===== config.mk =====
export PLATFORM = sky130hd
export DESIGN_NAME = gf2_systemizer
export DESIGN_NICKNAME = d
export VERILOG_FILES = /design/src/logic/gauss_pkg.sv /design/src/logic/row_mem_if.sv /design/src/logic/row_mem.sv /design/src/logic/gauss_step.sv /design/src/logic/gauss_phase.sv /design/src/logic/gf2_systemizer.sv
export SDC_FILE = /design/constraint.sdc
export NUM_CORES = 1
export LEC_CHECK = 0
export ABC_AREA = 1
export BUFFER_PORTS_ARGS = -buffer_cell sky130_fd_sc_hd__clkbuf_2
export CAP_MARGIN = 5
export CORE_MARGIN = 2
export CORE_UTILIZATION = 45
export CTS_CLUSTER_SIZE = 40
export DETAILED_ROUTE_END_ITERATION = 6
export HOLD_SLACK_MARGIN = 0.08
export PLACE_DENSITY = 0.62
export SYNTH_ARGS = -nofsm -noshare
export SYNTH_HDL_FRONTEND = slang
export SYNTH_SLANG_ARGS = --single-unit

===== constraint.sdc =====
create_clock -name clk -period 3.4 [get_ports clk]
set_input_delay 0.34 -clock clk [delete_from_list [all_inputs] [get_ports clk]]
set_output_delay 0.34 -clock clk [all_outputs]
set_load 0.02 [all_outputs]

===== src/logic/gauss_pkg.sv =====
// ######################################
// Matrix dimensions, row and index types
// Step engine state encoding
// ######################################

package gauss_pkg;

  // Matrix shape, ROW_CNT is also the pivot column count
  localparam int ROW_CNT = 8;
  localparam int COL_CNT = 16;

  typedef logic [COL_CNT-1:0] row_t;                  // One matrix row
  typedef logic [$clog2(ROW_CNT)-1:0] row_addr_t;     // Row index
  typedef logic [$clog2(COL_CNT)-1:0] col_idx_t;      // Bit position in a row

  // Block index, one spare code so BLOCK_W of 1 still fits
  typedef logic [$clog2(ROW_CNT+1)-1:0] blk_idx_t;

  // Step engine FSM
  typedef enum logic [2:0] {
    S_IDLE,       // Waiting for step_start
    S_SEARCH,     // Scanning rows for a pivot
    S_SWAP_RD,    // Fetch row c
    S_SWAP_WR,    // Two writes exchange rows
    S_ELIM_RD,    // First elimination read
    S_ELIM_WR,    // Pipelined read and XOR write
    S_NEXT_COL    // Advance column or finish
  } step_state_t;

endpackage


===== src/logic/row_mem_if.sv =====
// ######################################
// Engine side row memory port
// ######################################

`timescale 1ns/1ns

interface row_mem_if import gauss_pkg::*; ();

  logic      rd_en;
  row_addr_t rd_addr;
  row_t      rd_data;   // Valid the cycle after rd_en
  logic      wr_en;
  row_addr_t wr_addr;
  row_t      wr_data;

  // Step engine side
  modport engine (output rd_en, rd_addr, wr_en, wr_addr, wr_data,
                  input  rd_data);

  // Memory side
  modport mem (input  rd_en, rd_addr, wr_en, wr_addr, wr_data,
               output rd_data);

endinterface


===== src/logic/row_mem.sv =====
// ######################################
// Row memory with host and engine ports
// ######################################

`timescale 1ns/1ns

module row_mem import gauss_pkg::*; (
  input  logic      clk,
  input  logic      busy,           // Engine owns the memory when high
  input  logic      host_rd_en,
  input  row_addr_t host_rd_addr,
  output row_t      host_rd_data,
  input  logic      host_wr_en,
  input  row_addr_t host_wr_addr,
  input  row_t      host_wr_data,
  row_mem_if.mem    mem
);

  row_t rows [ROW_CNT];   // Matrix storage, host always loads it
  row_t rd_q;             // Shared read register

  logic      rd_en;
  row_addr_t rd_addr;
  logic      wr_en;
  row_addr_t wr_addr;
  row_t      wr_data;

  // Port select, host requests dropped while a run is active
  always_comb begin
    if (busy) begin
      rd_en   = mem.rd_en;
      rd_addr = mem.rd_addr;
      wr_en   = mem.wr_en;
      wr_addr = mem.wr_addr;
      wr_data = mem.wr_data;
    end else begin
      rd_en   = host_rd_en;
      rd_addr = host_rd_addr;
      wr_en   = host_wr_en;
      wr_addr = host_wr_addr;
      wr_data = host_wr_data;
    end
  end

  always_ff @(posedge clk) begin
    if (wr_en)
      rows[wr_addr] <= wr_data;
    if (rd_en)
      rd_q <= rows[rd_addr];   // Old data on same-address write
  end

  // One-cycle read latency on both sides
  assign mem.rd_data  = rd_q;
  assign host_rd_data = rd_q;

endmodule


===== src/logic/gauss_step.sv =====
// ######################################
// Step engine, pivots and eliminates the
// BLOCK_W columns of one column block
// ######################################

`timescale 1ns/1ns

module gauss_step import gauss_pkg::*; #(
  parameter int BLOCK_W = 4
) (
  input  logic         clk,
  input  logic         rst_n,
  input  logic         step_start,
  input  blk_idx_t     col_block,   // Stable for the whole step
  output logic         step_done,
  output logic         step_fail,
  row_mem_if.engine    mem
);

  localparam row_addr_t LAST_ROW = row_addr_t'(ROW_CNT - 1);

  step_state_t state_q;
  col_idx_t    col_q;       // Current pivot column c
  row_addr_t   scan_addr;   // Next row to read in search or elimination
  logic        scan_more;   // Rows left to issue
  logic        swap_ph;     // Second swap write
  logic        rd_vld;      // rd_data belongs to a read of last cycle
  row_addr_t   rd_tag;      // Row held in rd_data
  row_t        pivot_q;     // Pivot row, XORed into the others
  row_addr_t   piv_addr;    // Where the pivot was found

  col_idx_t    col_base;
  col_idx_t    col_end;
  row_addr_t   col_row;     // Row c, target of the pivot
  logic        piv_bit;
  logic        srch_hit;
  logic        srch_miss;

  logic        rd_en;
  row_addr_t   rd_addr;
  logic        wr_en;
  row_addr_t   wr_addr;
  row_t        wr_data;

  // First and last pivot column of this block
  assign col_base = col_idx_t'(col_block * BLOCK_W);
  assign col_end  = col_idx_t'(col_block * BLOCK_W + BLOCK_W - 1);
  assign col_row  = row_addr_t'(col_q);

  assign piv_bit   = mem.rd_data[col_q];
  assign srch_hit  = (state_q == S_SEARCH) && rd_vld && piv_bit;   // Lowest candidate wins
  assign srch_miss = (state_q == S_SEARCH) && rd_vld && !piv_bit &&
                     (rd_tag == LAST_ROW);                         // Column is empty

  // Memory requests
  always_comb begin
    rd_en   = 1'b0;
    rd_addr = scan_addr;
    wr_en   = 1'b0;
    wr_addr = rd_tag;
    wr_data = mem.rd_data ^ pivot_q;   // Elimination result
    case (state_q)
      S_SEARCH: begin
        rd_en = scan_more && !srch_hit;   // Stop issuing once found
      end
      S_SWAP_RD: begin
        rd_en   = 1'b1;
        rd_addr = col_row;
      end
      S_SWAP_WR: begin
        wr_en = 1'b1;
        if (!swap_ph) begin
          wr_addr = piv_addr;         // Old row c into the pivot slot
          wr_data = mem.rd_data;
        end else begin
          wr_addr = col_row;          // Pivot into row c
          wr_data = pivot_q;
        end
      end
      S_ELIM_RD: begin
        rd_en = scan_more;
      end
      S_ELIM_WR: begin
        rd_en = scan_more;            // Next row read overlaps this write
        wr_en = rd_vld && (rd_tag != col_row) && piv_bit;
      end
      default: begin
      end
    endcase
  end

  assign mem.rd_en   = rd_en;
  assign mem.rd_addr = rd_addr;
  assign mem.wr_en   = wr_en;
  assign mem.wr_addr = wr_addr;
  assign mem.wr_data = wr_data;

  // Control FSM
  always_ff @(posedge clk or negedge rst_n) begin
    if (!rst_n) begin
      state_q   <= S_IDLE;
      col_q     <= '0;
      scan_addr <= '0;
      scan_more <= 1'b0;
      swap_ph   <= 1'b0;
      rd_vld    <= 1'b0;
      step_done <= 1'b0;
      step_fail <= 1'b0;
    end else begin
      rd_vld    <= rd_en;
      step_done <= 1'b0;
      step_fail <= 1'b0;
      // Scan pointer walks on each search or elimination read
      if (rd_en && (state_q != S_SWAP_RD)) begin
        scan_addr <= scan_addr + 1'b1;
        scan_more <= (scan_addr != LAST_ROW);
      end
      case (state_q)
        S_IDLE: begin
          if (step_start) begin
            col_q     <= col_base;
            scan_addr <= row_addr_t'(col_base);   // Search from row c up
            scan_more <= 1'b1;
            state_q   <= S_SEARCH;
          end
        end
        S_SEARCH: begin
          if (srch_hit) begin
            scan_addr <= '0;              // Elimination covers all rows
            scan_more <= 1'b1;
            state_q   <= (rd_tag == col_row) ? S_ELIM_RD : S_SWAP_RD;
          end else if (srch_miss) begin
            step_done <= 1'b1;            // Singular, abort the step
            step_fail <= 1'b1;
            state_q   <= S_IDLE;
          end
        end
        S_SWAP_RD: begin
          swap_ph <= 1'b0;
          state_q <= S_SWAP_WR;
        end
        S_SWAP_WR: begin
          if (!swap_ph)
            swap_ph <= 1'b1;
          else
            state_q <= S_ELIM_RD;
        end
        S_ELIM_RD: state_q <= S_ELIM_WR;
        S_ELIM_WR: begin
          if (rd_vld && (rd_tag == LAST_ROW))
            state_q <= S_NEXT_COL;        // Last row handled
        end
        S_NEXT_COL: begin
          if (col_q == col_end) begin
            step_done <= 1'b1;
            state_q   <= S_IDLE;
          end else begin
            col_q     <= col_q + 1'b1;
            scan_addr <= row_addr_t'(col_q + 1'b1);
            scan_more <= 1'b1;
            state_q   <= S_SEARCH;
          end
        end
        default: state_q <= S_IDLE;
      endcase
    end
  end

  // Read tag and pivot capture
  always_ff @(posedge clk) begin
    rd_tag <= rd_addr;
    if (srch_hit) begin
      pivot_q  <= mem.rd_data;
      piv_addr <= rd_tag;
    end
  end

endmodule


===== src/logic/gauss_phase.sv =====
// ######################################
// Phase controller, runs one step per
// column block, done and fail flags
// ######################################

`timescale 1ns/1ns

module gauss_phase import gauss_pkg::*; #(
  parameter int BLOCK_W = 4
) (
  input  logic     clk,
  input  logic     rst_n,
  input  logic     start,
  input  blk_idx_t start_block,
  input  logic     step_done,
  input  logic     step_fail,
  output logic     step_start,
  output blk_idx_t col_block,
  output logic     busy,
  output logic     done,
  output logic     fail
);

  localparam blk_idx_t LAST_BLK = blk_idx_t'(ROW_CNT / BLOCK_W - 1);

  logic running_q;   // A run is active
  logic skip_q;      // Start block past the end, nothing to do
  logic start_ok;
  logic last_blk;
  logic step_more;
  logic run_end;

  assign start_ok  = start && !running_q;   // Ignore start mid-run
  assign last_blk  = (col_block == LAST_BLK);
  assign step_more = running_q && step_done && !step_fail && !last_blk;
  assign run_end   = running_q &&
                     (skip_q || (step_done && (step_fail || last_blk)));

  always_ff @(posedge clk or negedge rst_n) begin
    if (!rst_n) begin
      running_q  <= 1'b0;
      skip_q     <= 1'b0;
      col_block  <= '0;
      step_start <= 1'b0;
      done       <= 1'b0;
      fail       <= 1'b0;
    end else begin
      step_start <= 1'b0;
      done       <= 1'b0;
      if (start_ok) begin
        running_q  <= 1'b1;
        col_block  <= start_block;
        skip_q     <= (start_block > LAST_BLK);
        step_start <= (start_block <= LAST_BLK);   // First step a cycle after start
        fail       <= 1'b0;                        // Cleared only by a new run
      end else if (run_end) begin
        running_q <= 1'b0;
        skip_q    <= 1'b0;
        done      <= 1'b1;                         // busy drops with done
        fail      <= !skip_q && step_fail;
      end else if (step_more) begin
        col_block  <= blk_idx_t'(col_block + 1'b1);
        step_start <= 1'b1;                        // Next block
      end
    end
  end

  assign busy = running_q;

endmodule


===== src/logic/gf2_systemizer.sv =====
// ######################################
// GF(2) systemizer top level
// ######################################

`timescale 1ns/1ns

module gf2_systemizer import gauss_pkg::*; #(
  parameter int BLOCK_W = 4   // 1, 2, 4 or 8
) (
  input  logic      clk,
  input  logic      rst_n,
  input  logic      start,
  input  blk_idx_t  start_block,
  output logic      busy,
  output logic      done,
  output logic      fail,
  input  logic      host_rd_en,
  input  row_addr_t host_rd_addr,
  output row_t      host_rd_data,
  input  logic      host_wr_en,
  input  row_addr_t host_wr_addr,
  input  row_t      host_wr_data
);

  logic     step_start;
  logic     step_done;
  logic     step_fail;
  blk_idx_t col_block;

  row_mem_if mem_if ();   // Engine to memory

  gauss_phase #(.BLOCK_W(BLOCK_W)) gauss_phase_i (
    .clk         (clk),
    .rst_n       (rst_n),
    .start       (start),
    .start_block (start_block),
    .step_done   (step_done),
    .step_fail   (step_fail),
    .step_start  (step_start),
    .col_block   (col_block),
    .busy        (busy),
    .done        (done),
    .fail        (fail)
  );

  gauss_step #(.BLOCK_W(BLOCK_W)) gauss_step_i (
    .clk        (clk),
    .rst_n      (rst_n),
    .step_start (step_start),
    .col_block  (col_block),
    .step_done  (step_done),
    .step_fail  (step_fail),
    .mem        (mem_if.engine)
  );

  row_mem row_mem_i (
    .clk          (clk),
    .busy         (busy),
    .host_rd_en   (host_rd_en),
    .host_rd_addr (host_rd_addr),
    .host_rd_data (host_rd_data),
    .host_wr_en   (host_wr_en),
    .host_wr_addr (host_wr_addr),
    .host_wr_data (host_wr_data),
    .mem          (mem_if.mem)
  );

endmodule


==> flow_summary.ini, run 1 <==
[final_layout]
areaGrowthSynthToFinish_pct = 14.1
final_common_cell = nand2_1
finalCoreUtilization_pct = 52.0
layout_common_cells = nand2_1 (218), edfxtp_1 (163), nor2_1 (85)
fin_nets = 900
n_antenna_cell = 0
drive_gt1_share_pct = 14.0

[grt]
grt_use_total_pct = 21.3
grt_pass1_wl_um = 32000
grt_antenna_before_repair = 0
grt_max_degree = 61
overflow = 0
first_global_vias = 5753

[drt]
top_layer = met4
wl_met2_um = 9750
totalWireLength_um = 20200
ant_nets = 0
drtIter0Drc = 455
vias = 5962
routedWlPerCell_um = 18.2
dr_wl_met3_um = 975
dr.pass1.iters = 5
vias_per_cell = 5.37
route.detailed.drc = 0
wl_met1_um = 9020

[clock_network]
cts-root-buf = clkbuf_16
post_cts_buffers = 0
clk_path_buf_depth = 2
cts.clk_slew.worst_paths_ps = 70
cts-resized-gates = 0
numCtsBuffers = 17
cts_tree = done
cts_num_sinks = 190
clk-insertion-delay-late_ps = 430
htree_num_levels = 4

[floorplan]
die_h_um = 141
core_area_sq_um = 18600
die_w_um = 141
rows = 50
dieArea_sq_um = 19900
io_pins = 50
start_util_pct = 45.5

[power_and_ir_drop]
powerDensity_nw_per_um2 = 978
p_leak_uw = 0.00395
ir_worst_vdd_mv = 0.348

[timing]
hold_violations = 0
fin_tns_setup_ps = 0
slew-limit-headroom_pct = 33.0
rsz0062_at_grt = no
worstMarginPinSlew_ps = 994
finalCriticalPeriod_ps = 2810
finalMaxSlewViolations = 0
finalWorstSetupSlack_ps = 593
fin_skew_ps = 7.76
max_freq_mhz = 356
fin_crit_sh_pct = 82.6
setup_viol = 0

[min_path]
hold_class = in2reg

[synthesis]
yosysSeqAreaShare_pct = 65.7
syn-num-nets = 845
synth_edf_count = 163
synthFlopType = edfxtp_1
ys_types = 40
netlist_top_cells_area = edfxtp_1 (58%), nand2_1 (9.7%), dfrtp_1 (7.1%)
synth_cells = 809
synth.avg_cell_area_sq_um = 10.5
async_reset_ff_share_pct = 12.6
synth_seq_cells = 190
yosysWarnings = 0
synth.largest_area_cell = edfxtp_1
synth_top_area_share_pct = 57.9
syn_area_sq_um = 8460

[critical_path]
cp-start-kind = flip-flop
path_max_fanout = 16
worst_ep_required_time_ps = 3520
arrival_ps = 2930
critPathKind = reg2reg
cp-end-kind = flip-flop

[placed_design]
dp_slack_ps = 632
dpl.hpwl_um = 13800
io_buffers = 49
globalplace.congestion = 0.873

[flow_run]
maxCapViolCount = 0

[outcome]
status = finished, final reports clean
-- worst paths after layout --
check	start	end	slack [ps]	cells after the start
hold reg to reg	gauss_step_i.rd_tag[0]	gauss_step_i.piv_addr[0]	500	0
setup reg to reg	gauss_step_i.col_q[0]	row_mem_i.rows[5][2]	590	11
max in group asynchronous	rst_n	gauss_step_i.col_q[3]	2530	2
setup / recovery	gauss_step_i.col_q[0]	row_mem_i.rows[5][2]	590	11
hold / removal	start	gauss_phase_i.skip_q	110	2
min in group asynchronous	rst_n	gauss_phase_i.col_block[3]	460	2
-- what timing repair did --
action,in CTS,in global routing
endpoints found under the hold margin,24,0
endpoints found under the setup margin,0,0
hold buffers,1,0
-- stage by stage --
| step | area, sq um | instances | hold slack, ps | power, uW |
|---|---|---|---|---|
| after CTS | 9650 | 1111 | 100 | 9490 |
| after global routing | 9650 | 1111 | 119 | 10000 |
| after floorplan | 8460 | 809 | 44.4 | 6200 |
| final | 9650 | 1111 | 110 | 9440 |
| after detailed placement | 9010 | 1078 | 389 | 7440 |
| after global placement | 9010 | 1078 | 389 | 7430 |
-- layout make-up --
cell class | count | area [sq um]
Timing Repair Buffer | 68 | 403
Inverter | 64 | 240
Tap cell | 234 | 293
Sequential cell | 190 | 5560
Clock buffer | 28 | 599
Fill cell | 1659 | 8930
Multi-Input combinational cell | 523 | 2530
Clock inverter | 4 | 31.3
-- synthesized netlist by cell type, drive strengths merged, types with 2 or more instances --
cell    count
o21ai      72
buf        19
edfxtp    163
a21oi       5
nand3      37
a31oi       3
nor2       89
nand3b      2
o21bai      2
nand4       4
ha          5
clkbuf     13
o211ai      5
nor3        8
nand2     225
o22ai      36
dfrtp      24
xor2       18
inv        63
dfxtp       3
o31ai       2
xnor2       4
-- logic make-up after synthesis --
logic type      share of synthesized area, %
compound gates                          8.59
xor+xnor                                2.28
fa+ha+maj                              0.740
buf+inv                                 4.78
flops                                   65.7
simple gates                            17.9
-- per-layer routing --
layer | GRT usage (%) | up-vias
met5 | 0 | -
met3 | 3.57 | 31
met4 | 7.63 | 0
li1 | - | 2869
met2 | 34.1 | 175
met1 | 29.5 | 2887
-- critical path, cell delays in order (launching register included) --
cell     delay, ps
dfrtp_1        670
inv_2          190
nand2_1        110
nand3_1         60
nand3_1         80
nand2_1         50
nand2_1        110
nand4_1         90
nand3_1         70
o21ai_1        290
nor3_2         460
buf_4          300
-- flip-flops by register name, summed over array words and instances, names as in the netlist, 3 cells and up --
name,flops
row_mem_i.rows,128
gauss_step_i.pivot_q,16
row_mem_i.host_rd_data,16
gauss_phase_i.col_block,4
gauss_step_i.col_q,4
gauss_step_i.piv_addr,3
gauss_step_i.rd_tag,3
gauss_step_i.scan_addr,3
gauss_step_i.state_q,3
-- where the power goes --
| group | switching (uW) | internal [uW] | leakage (uW) |
|---|---|---|---|
| Clock | 832 | 1220 | 0.000317 |
| Combinational | 2590 | 1000 | 0.00182 |
| Sequential | 331 | 3470 | 0.00182 |
| Total | 3760 | 5690 | 0.00395 |
Note: power is estimated with default switching activity, not from simulation.
==> inputs of run 2 (changes only) <==
--- a/config.mk
+++ b/config.mk
@@ -13,7 +13,7 @@
 export CTS_CLUSTER_SIZE = 40
 export DETAILED_ROUTE_END_ITERATION = 6
 export HOLD_SLACK_MARGIN = 0.08
-export PLACE_DENSITY = 0.62
+export PLACE_DENSITY = 0.64
 export SYNTH_ARGS = -nofsm -noshare
 export SYNTH_HDL_FRONTEND = slang
 export SYNTH_SLANG_ARGS = --single-unit
==> constraint.sdc (replaced) <==
create_clock -name clk -period 2.5 [get_ports clk]
set_input_delay 0.25 -clock clk [delete_from_list [all_inputs] [get_ports clk]]
set_output_delay 0.25 -clock clk [all_outputs]
set_load 0.02 [all_outputs]
==> run 2 against run 1 <==
  * Setup slack worse by 400 ps
  * Maximum frequency up 22%
  * First-iteration DRC count is 13% higher
  * Sequential cell count stayed put
  * Wire length is 0.84% higher
  * Combinational power up 43%
  * Count of clock-buffer cells in the layout decreased by 8
  * Global-route usage down 0.14 points
  * Critical path depth decreased by 2
  * Worst hold slack got worse by 5.2 ps
  * Critical path type unchanged
  * Largest cell class unchanged
==> flow_summary.ini, run 2 (synthesized netlist as in run 1, its figures left out) <==
[timing]
slew-limit-headroom_pct = 54.8
finalWorstSetupSlack_ps = 193
max_freq_mhz = 433
finalCriticalPeriod_ps = 2310
finalMaxSlewViolations = 0
worstMarginPinSlew_ps = 678
hold_ws_ps = 105
fin_skew_ps = 8.27
fin_tns_setup_ps = 0
fin_crit_sh_pct = 92.3
hold_violations = 0
rsz0062_at_grt = no
setup_viol = 0

[clock_network]
cts_tree = done
clk_path_buf_depth = 2
cts.clk_slew.worst_paths_ps = 70
htree_num_levels = 4
cts_num_sinks = 190
clk-insertion-delay-late_ps = 420
numCtsBuffers = 17
cts-root-buf = clkbuf_16

[floorplan]
rows = 50
die_w_um = 141
start_util_pct = 45.5
core_area_sq_um = 18600
dieArea_sq_um = 19900
io_pins = 50
die_h_um = 141

[power_and_ir_drop]
ir_worst_vdd_mv = 0.484
p_leak_uw = 0.00404
p_int_uw = 7850
switching_power_uw = 5180
power.share.combinational_pct = 39.3
p_seq_share_pct = 39.7
p_clk_share_pct = 21.0
report.power.total_uw = 13000
p_sw_share_pct = 39.7
powerDensity_nw_per_um2 = 1320

[grt]
first_global_vias = 5941
use_met1_pct = 28.0
grt_pass1_wl_um = 32000
grt_use_total_pct = 21.1
overflow = 0
grt-busiest-layer = met2
use_met2_pct = 34.7
grt_max_degree = 81
met3_usage_pct = 3.70
grt_antenna_before_repair = 0

[critical_path]
arrival_ps = 2440
reg2reg_from = gauss_step_i.state_q[2]
worst_ep_required_time_ps = 2630
cp-start-kind = flip-flop
cp-end-kind = flip-flop
critPathKind = reg2reg
cp-startpoint = gauss_step_i.state_q[2]
path_max_fanout = 9

[placed_design]
globalplace.congestion = 0.959
dp_slack_ps = 129
io_buffers = 49
dp_cells = 1096
dpl.hpwl_um = 13900

[final_layout]
multi_input_area_sq_um = 2550
largest-register = row_mem_i.rows
regArea_sq_um = 5560
largest_reg_flops = 128
layout_common_cells = nand2_1 (218), edfxtp_1 (163), nor2_1 (84)
areaGrowthSynthToFinish_pct = 16.4
final.fill_count = 1608
fin_nets = 919
n_antenna_cell = 0
final_cells = 1130
final_common_cell = nand2_1
drive_gt1_share_pct = 15.7

[drt]
route.detailed.drc = 0
routedWlPerCell_um = 18.0
dr.pass1.iters = 6
ant_nets = 0
vias = 6107
drtIter0Drc = 515
vias_per_cell = 5.40
totalWireLength_um = 20400

[outcome]
status = finished, final reports clean

[min_path]
hold_start = start_block[2]
hold_class = in2reg

[flow_run]
maxCapViolCount = 0
==> run 2: cell count changes in the layout (fill, tap and decap cells not counted), sizes merged <==
cell / before / now
clkinv: 2 / 7
clkinvlp: 0 / 1
bufinv: 0 / 3
buf: 18 / 36
dlygate4sd3: 1 / 2
clkbuf: 77 / 69
inv: 66 / 65
==> run 2: timing repair <==
item / in CTS / in global routing
setup buffers: 0 / 0
gates resized for setup: 0 / 7
endpoints found under the setup margin: 0 / 134
endpoints found under the hold margin: 26 / 0
hold buffers: 2 / 0
==> run 2: area by class of cell <==
type,count,area share (%)
Tap cell,234,2.97
Multi-Input combinational cell,523,25.9
Clock buffer,20,4.43
Sequential cell,190,56.4
Timing Repair Buffer,87,6.20
Inverter,64,2.46
Clock inverter,12,1.64
==> run 2: power by group through the flow <==
stage	Sequential [uW]	Clock, uW	Combinational [uW]
6_report	5170	2740	5120
5_1_grt	5210	2900	5710
4_1_cts	5160	2780	5080
3_5_place_dp	5230	0	5040
3_3_place_gp	5220	0	5010
2_1_floorplan	5230	0	3220
==> run 2: through the flow <==
| step | area (sq um) | util (%) |
|---|---|---|
| floorplan | 8470 | - |
| global placement | 9210 | 49.6 |
| detailed placement | 9210 | 49.6 |
| CTS | 9830 | 52.9 |
| global route | 9850 | 53.0 |
| finish | 9850 | 53.0 |
==> run 2: path summary, 6_finish.rpt <==
| kind | endpoint | slack (ps) | cells after the start |
|---|---|---|---|
| setup / recovery | row_mem_i.rows[2][7] | 190 | 9 |
| min in group asynchronous | gauss_phase_i.col_block[2] | 380 | 2 |
| hold / removal | gauss_phase_i.col_block[2] | 110 | 3 |
| hold reg to reg | gauss_step_i.piv_addr[0] | 520 | 0 |
| max in group asynchronous | gauss_step_i.state_q[2] | 1660 | 2 |
| setup reg to reg | row_mem_i.rows[2][7] | 190 | 9 |
==> run 2: routing by layer <==
metal  vias up  share of wire, %
li1       2919                 -
met1      2923                42
met2       226                49
met3        39               6.1
met4         0               2.7
met5         -                 0
==> run 2: critical path: stages, from the launching register on <==
cell	delay (ps)
dfrtp_2	460
nor2_8	160
nand2_4	100
and2_1	160
a21oi_1	110
nand3_1	70
o21ai_0	210
inv_1	250
nor3_2	280
buf_4	220
==> inputs of run 3 (changes only) <==
--- a/config.mk
+++ b/config.mk
@@ -13,7 +13,7 @@
 export CTS_CLUSTER_SIZE = 40
 export DETAILED_ROUTE_END_ITERATION = 6
 export HOLD_SLACK_MARGIN = 0.08
-export PLACE_DENSITY = 0.64
+export PLACE_DENSITY_LB_ADDON = 0.12
 export SYNTH_ARGS = -nofsm -noshare
 export SYNTH_HDL_FRONTEND = slang
 export SYNTH_SLANG_ARGS = --single-unit
==> constraint.sdc (replaced) <==
create_clock -name clk -period 2 [get_ports clk]
set_input_delay 0.2 -clock clk [delete_from_list [all_inputs] [get_ports clk]]
set_output_delay 0.2 -clock clk [all_outputs]
set_load 0.02 [all_outputs]
==> run 3 against run 2 <==
  * Critical path type unchanged
  * Critical endpoint is now row_mem_i.rows[4][14]
  * The run now ends with design-rule violations, negative setup slack left
  * Power up 50%
  * Final area up 16%
  * Wire length up 11%
  * Clock skew up 6.8 ps
  * Combinational power up 91%
==> flow_summary.ini, run 3 (synthesized netlist as in run 1, its figures left out) <==
[power_and_ir_drop]
powerDensity_nw_per_um2 = 1720
p_sw_share_pct = 40.6
p_int_uw = 11600
p_leak_uw = 0.00468
ir_worst_vdd_mv = 0.773
switching_power_uw = 7950
p_seq_share_pct = 32.3
p_clk_share_pct = 17.8
power.share.combinational_pct = 49.9

[timing]
finalWorstSetupSlack_ps = -166
hold_ws_ps = 88.0
slew-limit-headroom_pct = 58.5
finalMaxSlewViolations = 0
setup_viol = 143
fin_crit_sh_pct = 108
worstMarginPinSlew_ps = 623
max_freq_mhz = 462
rsz0062_at_grt = yes
hold_violations = 0
fin_skew_ps = 15.1
finalCriticalPeriod_ps = 2170
fin_tns_setup_ps = -11620

[floorplan]
core_area_sq_um = 18600
io_pins = 50
dieArea_sq_um = 19900
die_h_um = 141
die_w_um = 141
start_util_pct = 45.5
rows = 50

[grt]
grt_use_total_pct = 23.7
grt_pass1_wl_um = 35600
grt_antenna_before_repair = 0
first_global_vias = 6519
grt_max_degree = 25
overflow = 0

[critical_path]
path_max_fanout = 16
cp-end-kind = flip-flop
reg2reg_from = gauss_step_i.state_q[1]
crit_path_top_delay_cell = dfrtp_1
path_cells = inv_2 -> nor2_8 -> nand2_4 -> nor2_4 -> inv_2 -> o211ai_1 -> o21ai_2 -> or2_4 -> nor3_4 -> buf_12
critPathMostFrequentCell = inv_2
cp-startpoint = gauss_step_i.state_q[1]
cp-start-kind = flip-flop
cpPeakStageDelay_ps = 360
critPathKind = reg2reg
arrival_ps = 2330
worst_ep_required_time_ps = 2160

[min_path]
hold_class = in2reg
hold_start = start_block[0]

[final_layout]
fin_area_sq_um = 11400
finalCoreUtilization_pct = 61.4
fin_nets = 995
n_antenna_cell = 0
areaGrowthSynthToFinish_pct = 35.0
final_cells = 1206
largest-register = row_mem_i.rows
regArea_sq_um = 5560
final_common_cell = nand2_1
layout_common_cells = nand2_1 (201), edfxtp_1 (163), buf_4 (66)
largest_reg_flops = 128
drive_gt1_share_pct = 32.3
final.fill_count = 1466
multi_input_area_sq_um = 3040

[clock_network]
clk-insertion-delay-late_ps = 450
clk_path_buf_depth = 2
htree_num_levels = 4
cts_tree = done
cts.clk_slew.worst_paths_ps = 80
numCtsBuffers = 17
cts_num_sinks = 190
cts-root-buf = clkbuf_16

[placed_design]
io_buffers = 49
dp_cells = 1153
dpl.hpwl_um = 15200
placed_area_sq_um = 9950
globalplace.congestion = 0.901

[drt]
totalWireLength_um = 22500
ant_nets = 0
routedWlPerCell_um = 18.7
vias = 6438
route.detailed.drc = 4
drtIter0Drc = 522
dr.pass1.iters = 7
vias_per_cell = 5.34

[outcome]
violations = design-rule violations, negative setup slack
status = complete, but fails checks

[flow_run]
maxCapViolCount = 0
run 3: cell count changes in the layout (fill, tap and decap cells not counted), sizes merged:
cell / change
inv: +7
buf: +72
clkbuf: -3
bufinv: -3
clkinv: -3
dlygate4sd3: +4
clkinvlp: +2
run 3: worst paths after layout:
path,endpoint,slack (ps),cells after the start
max in group asynchronous,gauss_step_i.col_q[1],1270,2
worst max-delay path,row_mem_i.rows[4][14],-170,10
worst min register to register,gauss_step_i.piv_addr[2],530,0
min in group asynchronous,gauss_phase_i.col_block[3],290,2
worst max register to register,row_mem_i.rows[4][14],-170,10
worst min-delay path,gauss_phase_i.col_block[0],90,5
run 3: area by class of cell:
type / instances / area share [%]
Sequential cell: 190 / 48.7
Multi-Input combinational cell: 523 / 26.6
Timing Repair Buffer: 163 / 14.4
Clock buffer: 17 / 3.73
Tap cell: 234 / 2.56
Inverter: 64 / 2.25
Clock inverter: 15 / 1.72
run 3: power by group through the flow:
stage	clock [uW]	sequential (uW)	combinational, uW
after floorplan	0	6530	4190
after global placement	0	6370	7920
after detailed placement	0	6370	8030
after CTS	3550	6300	9470
after global routing	3730	6370	10600
final	3490	6320	9770
run 3: layer usage:
metal,wire length [um],vias up,part of all wire [%],track usage [%]
met4,624,0,2.8,8.68
met5,0,-,0,0
met2,10900,196,48,38.9
met1,9710,3131,43,31.7
met3,1290,41,5.7,4.35
li1,-,3070,-,-
run 3: critical path: cells and delay by family, from the launching register on:
family,cells,cell delay (ps)
flip-flops,1,360
AND/OR/NAND/NOR,5,880
AO/OA/AOI/OAI,2,320
buffers and inverters,3,300
run 3: timing repair:
item	4_1_cts	5_1_grt
resized for setup	133	40
setup endpoints to repair	244	320
pin swaps	33	23
cloned	9	0
setup buffers	6	1
endpoints found under the hold margin	29	0
hold buffers	6	0
run 3: stage by stage:
step                power, uW  setup slack, ps
floorplan               10700             -261
finish                  19600             -166
detailed placement      14400             -184
global route            20700             -254
CTS                     19300             -168
global placement        14300             -111
